`src/hdl/umode_params.svh`:
```
/* constants for the privilege-mode checker: CSR field positions,
   instruction encodings, exception causes and report channel sizes */
`ifndef UMODE_PARAMS_SVH
`define UMODE_PARAMS_SVH

// misa extension bits
`define UMODE_MISA_U_POS 20
`define UMODE_MISA_S_POS 18
`define UMODE_MISA_N_POS 13

// mstatus fields
`define UMODE_MPP_POS  11
`define UMODE_MPP_W    2
`define UMODE_MPRV_POS 17
`define UMODE_TW_POS   21

// full instruction words
`define UMODE_MRET_INSN     32'h3020_0073
`define UMODE_WFI_INSN      32'h1050_0073
`define UMODE_ECALL_INSN    32'h0000_0073
`define UMODE_SYSTEM_OPCODE 7'b111_0011

`define UMODE_EXC_ILLEGAL 6'd2
`define UMODE_EXC_ECALL_U 6'd8

// report path sizing
`define UMODE_REPORT_DEPTH   4
`define UMODE_REPORT_CREDITS 2
`define UMODE_SEQ_W          16

`endif

```
`src/hdl/umode_pkg.sv`:
```
/* shared types of the privilege-mode checker: trace record, decoded
   record, violation mask and the report sent to the debug sink */
`include "umode_params.svh"

package umode_pkg;

  typedef logic [1:0]              priv_mode_t;
  typedef logic [31:0]             csr_word_t;
  typedef logic [31:0]             insn_t;
  typedef logic [5:0]              exc_cause_t;
  typedef logic [`UMODE_SEQ_W-1:0] seq_t;
  typedef logic [11:0]             rule_mask_t;

  localparam priv_mode_t MODE_U = 2'b00;
  localparam priv_mode_t MODE_M = 2'b11;

  // bit positions in rule_mask_t
  localparam int RULE_MISA_BITS   = 0;
  localparam int RULE_MODE_LEGAL  = 1;
  localparam int RULE_RESET_MODE  = 2;
  localparam int RULE_MSCRATCH_U  = 3;
  localparam int RULE_MPP_LEGAL   = 4;
  localparam int RULE_TRAP_TO_M   = 5;
  localparam int RULE_DMODE_M     = 6;
  localparam int RULE_UMODE_MPRV  = 7;
  localparam int RULE_WFI_TW      = 8;
  localparam int RULE_ECALL_U     = 9;
  localparam int RULE_MRET_TARGET = 10;
  localparam int RULE_CSR_PRIV    = 11;

  // one retirement from the core trace
  typedef struct packed {
    logic       valid;
    priv_mode_t mode;
    logic       dbg_mode;
    insn_t      insn;
    logic       trap;
    exc_cause_t exc_cause;
    logic       intr;
    csr_word_t  mstatus_rdata;
    csr_word_t  mstatus_wdata;
    csr_word_t  mstatus_wmask;
    csr_word_t  misa_rdata;
    csr_word_t  mscratch_wmask;
  } retire_rec_t;

  typedef struct packed {
    retire_rec_t rec;
    logic        is_mret;
    logic        is_wfi;
    logic        is_ecall;
    logic        is_csr;
    logic        csr_above_user;
  } decoded_t;

  typedef struct packed {
    seq_t       seq;
    rule_mask_t mask;
    priv_mode_t mode;
  } report_t;

endpackage

```
`src/hdl/retire_decoder.sv`:
```
/* stage 1 of the checker: registers the retirement record and
   classifies its instruction for the rule stages */
`timescale 1ns/1ps
`include "umode_params.svh"

module retire_decoder (
  input  logic                   clk_i,
  input  logic                   arst_n,
  input  umode_pkg::retire_rec_t retire,
  output umode_pkg::decoded_t    dec
);

  umode_pkg::decoded_t dec_d;
  umode_pkg::decoded_t dec_q;
  logic                valid_q;
  logic [2:0]          funct3;

  assign funct3 = retire.insn[14:12];

  always_comb begin
    dec_d          = '0;
    dec_d.rec      = retire;
    dec_d.is_mret  = (retire.insn == `UMODE_MRET_INSN);
    dec_d.is_wfi   = (retire.insn == `UMODE_WFI_INSN);
    dec_d.is_ecall = (retire.insn == `UMODE_ECALL_INSN);
    // csrrw/s/c and their immediate forms
    dec_d.is_csr   = (retire.insn[6:0] == `UMODE_SYSTEM_OPCODE) &&
                     (funct3 inside {3'd1, 3'd2, 3'd3, 3'd5, 3'd6, 3'd7});
    // csr address bits 9:8 give the lowest privilege allowed
    dec_d.csr_above_user = dec_d.is_csr && (retire.insn[29:28] != 2'b00);
  end

  always_ff @(posedge clk_i) begin
    dec_q <= dec_d;
  end

  always_ff @(posedge clk_i or negedge arst_n) begin
    if (!arst_n) begin
      valid_q <= 1'b0;
    end else begin
      valid_q <= retire.valid;
    end
  end

  always_comb begin
    dec           = dec_q;
    dec.rec.valid = valid_q;
  end

endmodule

```
`src/hdl/mode_tracker.sv`:
```
/* stage 2 sequence checks: keeps state across valid retirements and
   flags the rules that span more than one record */
`timescale 1ns/1ps
`include "umode_params.svh"

module mode_tracker (
  input  logic                  clk_i,
  input  logic                  arst_n,
  input  umode_pkg::decoded_t   dec,
  output umode_pkg::rule_mask_t seq_mask,
  output umode_pkg::seq_t       seq_num
);

  logic                  first_q;
  logic                  prev_trap_q;
  logic                  mret_pend_q;
  umode_pkg::priv_mode_t mret_mpp_q;
  umode_pkg::seq_t       seq_cnt_q;
  umode_pkg::rule_mask_t mask_d;
  logic                  not_m;

  assign not_m = (dec.rec.mode != umode_pkg::MODE_M);

  always_comb begin
    mask_d = '0;
    if (dec.rec.valid) begin
      mask_d[umode_pkg::RULE_RESET_MODE]  = first_q && not_m;
      mask_d[umode_pkg::RULE_TRAP_TO_M]   = prev_trap_q && not_m;
      // an interrupt may preempt the return target
      mask_d[umode_pkg::RULE_MRET_TARGET] = mret_pend_q && !dec.rec.intr &&
                                            (dec.rec.mode != mret_mpp_q);
    end
  end

  always_ff @(posedge clk_i or negedge arst_n) begin
    if (!arst_n) begin
      first_q     <= 1'b1;
      prev_trap_q <= 1'b0;
      mret_pend_q <= 1'b0;
      seq_cnt_q   <= '0;
      seq_mask    <= '0;
    end else begin
      seq_mask <= mask_d;
      if (dec.rec.valid) begin
        first_q     <= 1'b0;
        prev_trap_q <= dec.rec.trap;
        mret_pend_q <= dec.is_mret && !dec.rec.trap && !dec.rec.dbg_mode &&
                       (dec.rec.mode == umode_pkg::MODE_M);
        seq_cnt_q   <= seq_cnt_q + 1'b1;
      end
    end
  end

  always_ff @(posedge clk_i) begin
    seq_num <= seq_cnt_q;
    if (dec.rec.valid) begin
      mret_mpp_q <= dec.rec.mstatus_rdata[`UMODE_MPP_POS +: `UMODE_MPP_W];
    end
  end

  a_no_mask_after_gap: assert property (
    @(posedge clk_i) disable iff (!arst_n)
    !dec.rec.valid |=> (seq_mask == '0)
  );

endmodule

```
`src/hdl/rule_checker.sv`:
```
/* stage 2 record checks: applies the rules that need only the current
   retirement and carries valid and mode alongside the masks */
`timescale 1ns/1ps
`include "umode_params.svh"

module rule_checker (
  input  logic                  clk_i,
  input  logic                  arst_n,
  input  umode_pkg::decoded_t   dec,
  output umode_pkg::rule_mask_t rec_mask,
  output logic                  stage2_valid,
  output umode_pkg::priv_mode_t stage2_mode
);

  umode_pkg::csr_word_t  mstatus_post;
  umode_pkg::priv_mode_t post_mpp;
  umode_pkg::rule_mask_t mask_d;
  logic                  in_user;
  logic                  is_illegal;
  logic                  tw;

  // mstatus after this retirement
  assign mstatus_post = (dec.rec.mstatus_wdata & dec.rec.mstatus_wmask) |
                        (dec.rec.mstatus_rdata & ~dec.rec.mstatus_wmask);
  assign post_mpp     = mstatus_post[`UMODE_MPP_POS +: `UMODE_MPP_W];
  assign in_user      = (dec.rec.mode == umode_pkg::MODE_U);
  assign is_illegal   = dec.rec.trap && (dec.rec.exc_cause == `UMODE_EXC_ILLEGAL);
  assign tw           = dec.rec.mstatus_rdata[`UMODE_TW_POS];

  always_comb begin
    mask_d = '0;
    if (dec.rec.valid) begin
      mask_d[umode_pkg::RULE_MISA_BITS]  = !(dec.rec.misa_rdata[`UMODE_MISA_U_POS] &&
                                            !dec.rec.misa_rdata[`UMODE_MISA_S_POS] &&
                                            !dec.rec.misa_rdata[`UMODE_MISA_N_POS]);
      mask_d[umode_pkg::RULE_MODE_LEGAL] = !(dec.rec.mode inside
                                            {umode_pkg::MODE_U, umode_pkg::MODE_M});
      mask_d[umode_pkg::RULE_MSCRATCH_U] = in_user && (dec.rec.mscratch_wmask != '0);
      mask_d[umode_pkg::RULE_MPP_LEGAL]  = !(post_mpp inside
                                            {umode_pkg::MODE_U, umode_pkg::MODE_M});
      mask_d[umode_pkg::RULE_DMODE_M]    = dec.rec.dbg_mode &&
                                           (dec.rec.mode != umode_pkg::MODE_M);
      mask_d[umode_pkg::RULE_UMODE_MPRV] = in_user &&
                                           dec.rec.mstatus_rdata[`UMODE_MPRV_POS];
      // wfi in user traps illegal exactly when tw is set
      mask_d[umode_pkg::RULE_WFI_TW]     = dec.is_wfi && in_user && (is_illegal != tw);
      mask_d[umode_pkg::RULE_ECALL_U]    = dec.is_ecall && in_user &&
                                           !(dec.rec.trap &&
                                             (dec.rec.exc_cause == `UMODE_EXC_ECALL_U));
      mask_d[umode_pkg::RULE_CSR_PRIV]   = dec.is_csr && in_user &&
                                           dec.csr_above_user && !is_illegal;
    end
  end

  always_ff @(posedge clk_i or negedge arst_n) begin
    if (!arst_n) begin
      rec_mask     <= '0;
      stage2_valid <= 1'b0;
    end else begin
      rec_mask     <= mask_d;
      stage2_valid <= dec.rec.valid;
    end
  end

  always_ff @(posedge clk_i) begin
    stage2_mode <= dec.rec.mode;
  end

  a_mask_needs_valid: assert property (
    @(posedge clk_i) disable iff (!arst_n)
    !stage2_valid |-> (rec_mask == '0)
  );

endmodule

```
`src/hdl/report_fifo.sv`:
```
/* small circular queue holding violation reports until the output
   channel has a credit; head entry is visible on pop_data */
`timescale 1ns/1ps
`include "umode_params.svh"

module report_fifo #(
  parameter int DEPTH = `UMODE_REPORT_DEPTH
) (
  input  logic               clk_i,
  input  logic               arst_n,
  input  logic               push,
  input  umode_pkg::report_t push_data,
  input  logic               pop,
  output umode_pkg::report_t pop_data,
  output logic               full,
  output logic               empty
);

  localparam int PTR_W = $clog2(DEPTH);

  umode_pkg::report_t mem [DEPTH];
  // extra msb tells full from empty
  logic [PTR_W:0]     wr_ptr_q;
  logic [PTR_W:0]     rd_ptr_q;

  assign empty    = (wr_ptr_q == rd_ptr_q);
  assign full     = (wr_ptr_q[PTR_W] != rd_ptr_q[PTR_W]) &&
                    (wr_ptr_q[PTR_W-1:0] == rd_ptr_q[PTR_W-1:0]);
  assign pop_data = mem[rd_ptr_q[PTR_W-1:0]];

  always_ff @(posedge clk_i or negedge arst_n) begin
    if (!arst_n) begin
      wr_ptr_q <= '0;
      rd_ptr_q <= '0;
    end else begin
      if (push) begin
        wr_ptr_q <= wr_ptr_q + 1'b1;
      end
      if (pop) begin
        rd_ptr_q <= rd_ptr_q + 1'b1;
      end
    end
  end

  always_ff @(posedge clk_i) begin
    if (push) begin
      mem[wr_ptr_q[PTR_W-1:0]] <= push_data;
    end
  end

  a_no_overflow: assert property (
    @(posedge clk_i) disable iff (!arst_n) !(push && full)
  );

  a_no_underflow: assert property (
    @(posedge clk_i) disable iff (!arst_n) !(pop && empty)
  );

endmodule

```
`src/hdl/report_ctrl.sv`:
```
/* merges the stage 2 masks into reports, queues or drops them, and
   sends queued reports to the sink as credits allow */
`timescale 1ns/1ps
`include "umode_params.svh"

module report_ctrl (
  input  logic                  clk_i,
  input  logic                  arst_n,
  input  logic                  stage2_valid,
  input  umode_pkg::priv_mode_t stage2_mode,
  input  umode_pkg::rule_mask_t seq_mask,
  input  umode_pkg::rule_mask_t rec_mask,
  input  umode_pkg::seq_t       seq_num,
  input  logic                  credit_return,
  output umode_pkg::report_t    report,
  output logic                  report_valid,
  output umode_pkg::seq_t       drop_count
);

  localparam int CREDIT_W = $clog2(`UMODE_REPORT_CREDITS + 1);

  umode_pkg::rule_mask_t merged;
  umode_pkg::report_t    push_data;
  umode_pkg::report_t    pop_data;
  logic                  want_push;
  logic                  push;
  logic                  send;
  logic                  full;
  logic                  empty;
  logic [CREDIT_W-1:0]   credits_q;

  assign merged    = seq_mask | rec_mask;
  assign want_push = stage2_valid && (merged != '0);
  assign push      = want_push && !full;
  assign send      = (credits_q != '0) && !empty;

  always_comb begin
    push_data.seq  = seq_num;
    push_data.mask = merged;
    push_data.mode = stage2_mode;
  end

  report_fifo #(
    .DEPTH(`UMODE_REPORT_DEPTH)
  ) u_fifo (
    .clk_i    (clk_i),
    .arst_n   (arst_n),
    .push     (push),
    .push_data(push_data),
    .pop      (send),
    .pop_data (pop_data),
    .full     (full),
    .empty    (empty)
  );

  always_ff @(posedge clk_i or negedge arst_n) begin
    if (!arst_n) begin
      credits_q    <= CREDIT_W'(`UMODE_REPORT_CREDITS);
      report_valid <= 1'b0;
      drop_count   <= '0;
    end else begin
      report_valid <= send;
      // a return and a spend in the same cycle cancel out
      if (credit_return && !send) begin
        credits_q <= credits_q + 1'b1;
      end else if (send && !credit_return) begin
        credits_q <= credits_q - 1'b1;
      end
      if (want_push && full && (drop_count != '1)) begin
        drop_count <= drop_count + 1'b1;
      end
    end
  end

  always_ff @(posedge clk_i) begin
    if (send) begin
      report <= pop_data;
    end
  end

  a_credit_bound: assert property (
    @(posedge clk_i) disable iff (!arst_n)
    credits_q <= CREDIT_W'(`UMODE_REPORT_CREDITS)
  );

endmodule

```
`src/hdl/umode_checker_top.sv`:
```
/* privilege-mode checker top: retirement trace in, violation reports
   out over a credit channel to the debug sink */
`timescale 1ns/1ps

module umode_checker_top (
  input  logic                   clk_i,
  input  logic                   arst_n,
  input  umode_pkg::retire_rec_t retire,
  input  logic                   credit_return,
  output umode_pkg::report_t     report,
  output logic                   report_valid,
  output umode_pkg::seq_t        drop_count
);

  umode_pkg::decoded_t   dec;
  umode_pkg::rule_mask_t seq_mask;
  umode_pkg::rule_mask_t rec_mask;
  umode_pkg::seq_t       seq_num;
  logic                  stage2_valid;
  umode_pkg::priv_mode_t stage2_mode;

  retire_decoder u_decoder (
    .clk_i (clk_i),
    .arst_n(arst_n),
    .retire(retire),
    .dec   (dec)
  );

  mode_tracker u_tracker (
    .clk_i   (clk_i),
    .arst_n  (arst_n),
    .dec     (dec),
    .seq_mask(seq_mask),
    .seq_num (seq_num)
  );

  rule_checker u_rules (
    .clk_i       (clk_i),
    .arst_n      (arst_n),
    .dec         (dec),
    .rec_mask    (rec_mask),
    .stage2_valid(stage2_valid),
    .stage2_mode (stage2_mode)
  );

  report_ctrl u_ctrl (
    .clk_i        (clk_i),
    .arst_n       (arst_n),
    .stage2_valid (stage2_valid),
    .stage2_mode  (stage2_mode),
    .seq_mask     (seq_mask),
    .rec_mask     (rec_mask),
    .seq_num      (seq_num),
    .credit_return(credit_return),
    .report       (report),
    .report_valid (report_valid),
    .drop_count   (drop_count)
  );

endmodule

```
`config.mk`:
```
export PLATFORM = sky130hd
export DESIGN_NAME = umode_checker_top
export DESIGN_NICKNAME = d
export VERILOG_FILES = /design/src/hdl/umode_pkg.sv /design/src/hdl/retire_decoder.sv /design/src/hdl/mode_tracker.sv /design/src/hdl/rule_checker.sv /design/src/hdl/report_fifo.sv /design/src/hdl/report_ctrl.sv /design/src/hdl/umode_checker_top.sv
export VERILOG_INCLUDE_DIRS = /design/src /design/src/hdl
export SDC_FILE = /design/constraint.sdc
export NUM_CORES = 1
export LEC_CHECK = 0
export BUFFER_PORTS_ARGS = -buffer_cell sky130_fd_sc_hd__buf_4
export CAP_MARGIN = 20
export CORE_UTILIZATION = 37
export DETAILED_ROUTE_END_ITERATION = 10
export GPL_TIMING_DRIVEN = 0
export PLACE_DENSITY = 0.67
export SLEW_MARGIN = 20
export SYNTH_ARGS = -nofsm -noshare
export SYNTH_HDL_FRONTEND = slang
export SYNTH_SLANG_ARGS = --single-unit
```
`constraint.sdc`:
```
create_clock -name clk_i -period 3.4 [get_ports clk_i]
set_input_delay 0.17 -clock clk_i [delete_from_list [all_inputs] [get_ports clk_i]]
set_output_delay 0.17 -clock clk_i [all_outputs]
set_load 0.01 [all_outputs]
```
==> flow_summary.toml <==
[critical_path]
path_cells = "nor4_1, nand3_1, and3b_1, clkbuf_2, and2_2, buf_12"
critPathLaunchType = "flop"
cp_slowest_cell = "dfrtp_1"
required_ns = 3.68
crit_fanout = 22
path_buf_inv = 2
cp-end-kind = "flop"
path_delay_family = "simple AND/OR/NAND/NOR gates"
worst-setup-path-type = "flop to flop"
crit_arrival_ns = 2.51
crit_path_max_incr_delay_ns = 0.46

[synth]
yosysMostFrequentCell = "edfxtp_1"
synth_top_cell_area_share_pct = 47.3
ys_seq_area_share_pct = 78.4
async_flop_share_pct = 20.2
yosys_register_bits = 287
synth_edf_count = 152
syn_inst = 526
synth_ff_type = "edfxtp_1"
syn_avg_cell_area_sq_um = 18.3
netlist_area_sq_um = 9650
netlist-cell-type-count = 43
synth_nets = 743
yosys-top-cells-area = "edfxtp_1 47%, dfxtp_1 16%, dfrtp_1 15%, mux4_2 7.0%, xnor2_1 2.1%"
synth_warnings = 0
synth_commonest_cells = "152 x edfxtp_1, 77 x dfxtp_1, 56 x dfrtp_1"
synth_largest_area_cell = "edfxtp_1"

[die]
io-pin-count = 254
rows = 58
dieArea_sq_um = 26700
fp.dieH_microns = 163
core_sq_um = 25400
start_util_pct = 38.0
fp.dieW_microns = 163

[cts]
cts_tree = "built"
clkSlewWorstSetupHoldPaths_ns = 0.06
cts_num_sinks = 287
cts_root_buf = "clkbuf_16"
numCtsBuffers = 29
clk_latency_ns = 0.55
post_cts_buffers = 0
htree_num_levels = 1
clockBufferDepth = 3

[timing]
timing.final.crit_period_ns = 2.22
timing.final.setup_violations = 0
tightest_slew_ns = 0.776
max_freq_ghz = 0.450
holdWs_ns = 0.239
finalHoldViolations = 0
skew_ns = 0.0181
setup_ws_ns = 1.18
rsz0062_at_grt = "false"
finalSetupTns_ns = 0
slew_violations = 0
maxSlewHeadroom_pct = 48.3
finalCritPeriodShare_pct = 65.4

[placement]
port_buffers = 136
routabilityCongestion = 0.759
dpl_worst_slack_ns = 1.18
hpwl_microns = 11100

[detailed_routing]
num_vias = 5264
first_pass_iters = 4
wl_microns = 17900
drcViolationCount = 0
ant_nets = 0
viasPerCell = 4.70
drtIter0Drc = 273
wl_per_cell_microns = 15.9

[job]
maxCapViolations = 0

[grt]
grt_usage_pct = 14.2
grt_max_degree = 59
gr-total-overflow = 0
grt_pass1_vias = 5497
grt_util_met1_pct = 18.6
antenna_found_initial = 0
met2_usage_pct = 23.4
grt_pass1_wl_microns = 29200
gr-max-usage-layer = "met2"
grtUsageMet3_pct = 2.59

[finish]
drive_above_1_share_pct = 29.5
nets = 984
fin_util_pct = 50.4
area_growth_pct = 32.7

[pwr]
p_leak_nw = 5.00
total_power_mw = 10.1
ir_drop_mv = 0.455
p_per_area_nw_per_um2 = 787

[worst_hold_path]
hp-class = "input port to async pin"

[run_status]
outcome = "finished, final reports clean"
-- sequential cells by signal (all words and copies together), names as in the netlist, 2 cells and up --
register	count
u_rules.rec_mask	9
u_tracker.seq_cnt_q	16
u_tracker.seq_mask	3
u_rules.stage2_mode	2
u_ctrl.drop_count	16
u_tracker.mret_mpp_q	2
u_ctrl.u_fifo.wr_ptr_q	3
u_ctrl.credits_q	2
u_ctrl.report	30
u_ctrl.u_fifo.rd_ptr_q	3
u_decoder.dec	59
u_tracker.seq_num	16
u_ctrl.u_fifo.mem	120
-- metrics by stage --
| stage | instance area (sq um) | instances |
|---|---|---|
| floorplan | 9650 | 526 |
| global placement | 11100 | 992 |
| detailed placement | 11200 | 997 |
| CTS | 12800 | 1120 |
| global route | 12800 | 1120 |
| finish | 12800 | 1121 |
-- cell usage in the layout, fill, tap and decap left out, types with 2 or more instances in the layout --
master / count
dfrtp_1: 56
xnor2_1: 23
clkinv_1: 6
clkinv_2: 2
nand2_1: 13
mux2i_1: 2
clkbuf_1: 13
dfstp_2: 2
mux4_2: 30
buf_2: 6
edfxtp_1: 152
nor3_1: 7
xor2_1: 18
bufinv_16: 2
buf_4: 136
clkbuf_16: 29
and4_1: 4
ha_1: 10
clkbuf_8: 3
a21oi_1: 2
dfxtp_1: 77
nand4_1: 13
buf_12: 5
and3_1: 7
nor2_1: 17
inv_1: 9
nand3_1: 18
mux2_1: 2
dlygate4sd3_1: 69
nor4_1: 19
and2_2: 4
mux2_2: 5
and2_1: 5
nor2b_1: 3
clkinvlp_4: 2
-- worst reg2reg max path, stage by stage (launching register included) --
cell,delay (ns)
dfrtp_1,0.46
nor4_1,0.36
nand3_1,0.22
and3b_1,0.23
clkbuf_2,0.15
and2_2,0.32
buf_12,0.21
-- power by group --
group / total, mW / switching, mW / leakage (nW) / internal [mW]
Sequential: 4.89 / 0.293 / 2.79 / 4.60
Clock: 3.01 / 1.23 / 0.440 / 1.78
Combinational: 2.17 / 1.08 / 1.76 / 1.08
-- area by class of cell --
cell class,instances,area [sq um]
Clock buffer,41,801
Sequential cell,287,7560
Fill cell,2082,12600
Inverter,9,33.8
Buffer,12,61.3
Timing Repair Buffer,210,1810
Tap cell,330,413
Antenna cell,1,2.50
Multi-Input combinational cell,218,2000
Clock inverter,13,116
-- worst paths after layout --
path	startpoint	endpoint	slack (ns)	depth (start not counted)
max in group asynchronous	arst_n	u_ctrl.drop_count[11]	2.63	2
min in group clk_i	retire[2]	u_decoder.dec[7]	0.27	2
worst min register to register	u_decoder.dec[165]	u_tracker.seq_mask[10]	0.40	1
worst max-delay path	u_rules.rec_mask[1]	u_ctrl.u_fifo.mem[2][17]	1.18	6
worst min-delay path	arst_n	u_tracker.seq_cnt_q[11]	0.24	2
worst max register to register	u_rules.rec_mask[1]	u_ctrl.u_fifo.mem[2][17]	1.18	6
-- cell families (layout without fill, tap and decap cells) --
group | after synthesis | in the layout | synth area share, %
flops | 287 | 287 | 78.4
simple gates | 119 | 119 | 6.96
xor+xnor | 41 | 41 | 3.72
mux | 39 | 39 | 8.03
buf+inv | 21 | 285 | 0.985
fa+ha+maj | 10 | 10 | 1.30
compound gates | 9 | 9 | 0.649
other cells | 0 | 1 | 0
-- per-layer routing --
layer	wire length, microns	vias to the layer above	share of wire [%]
li1	-	2472	-
met1	7640	2606	43
met2	8860	148	50
met3	903	38	5.1
met4	448	0	2.5
met5	0	-	0
-- what timing repair did --
| item | 4_1_cts | 5_1_grt |
|---|---|---|
| hold buffers | 69 | 0 |
| endpoints found under the setup margin | 0 | 0 |
| resized for setup | 0 | 0 |
| endpoints found under the hold margin | 117 | 0 |
Power figures use the tool's default switching activity.
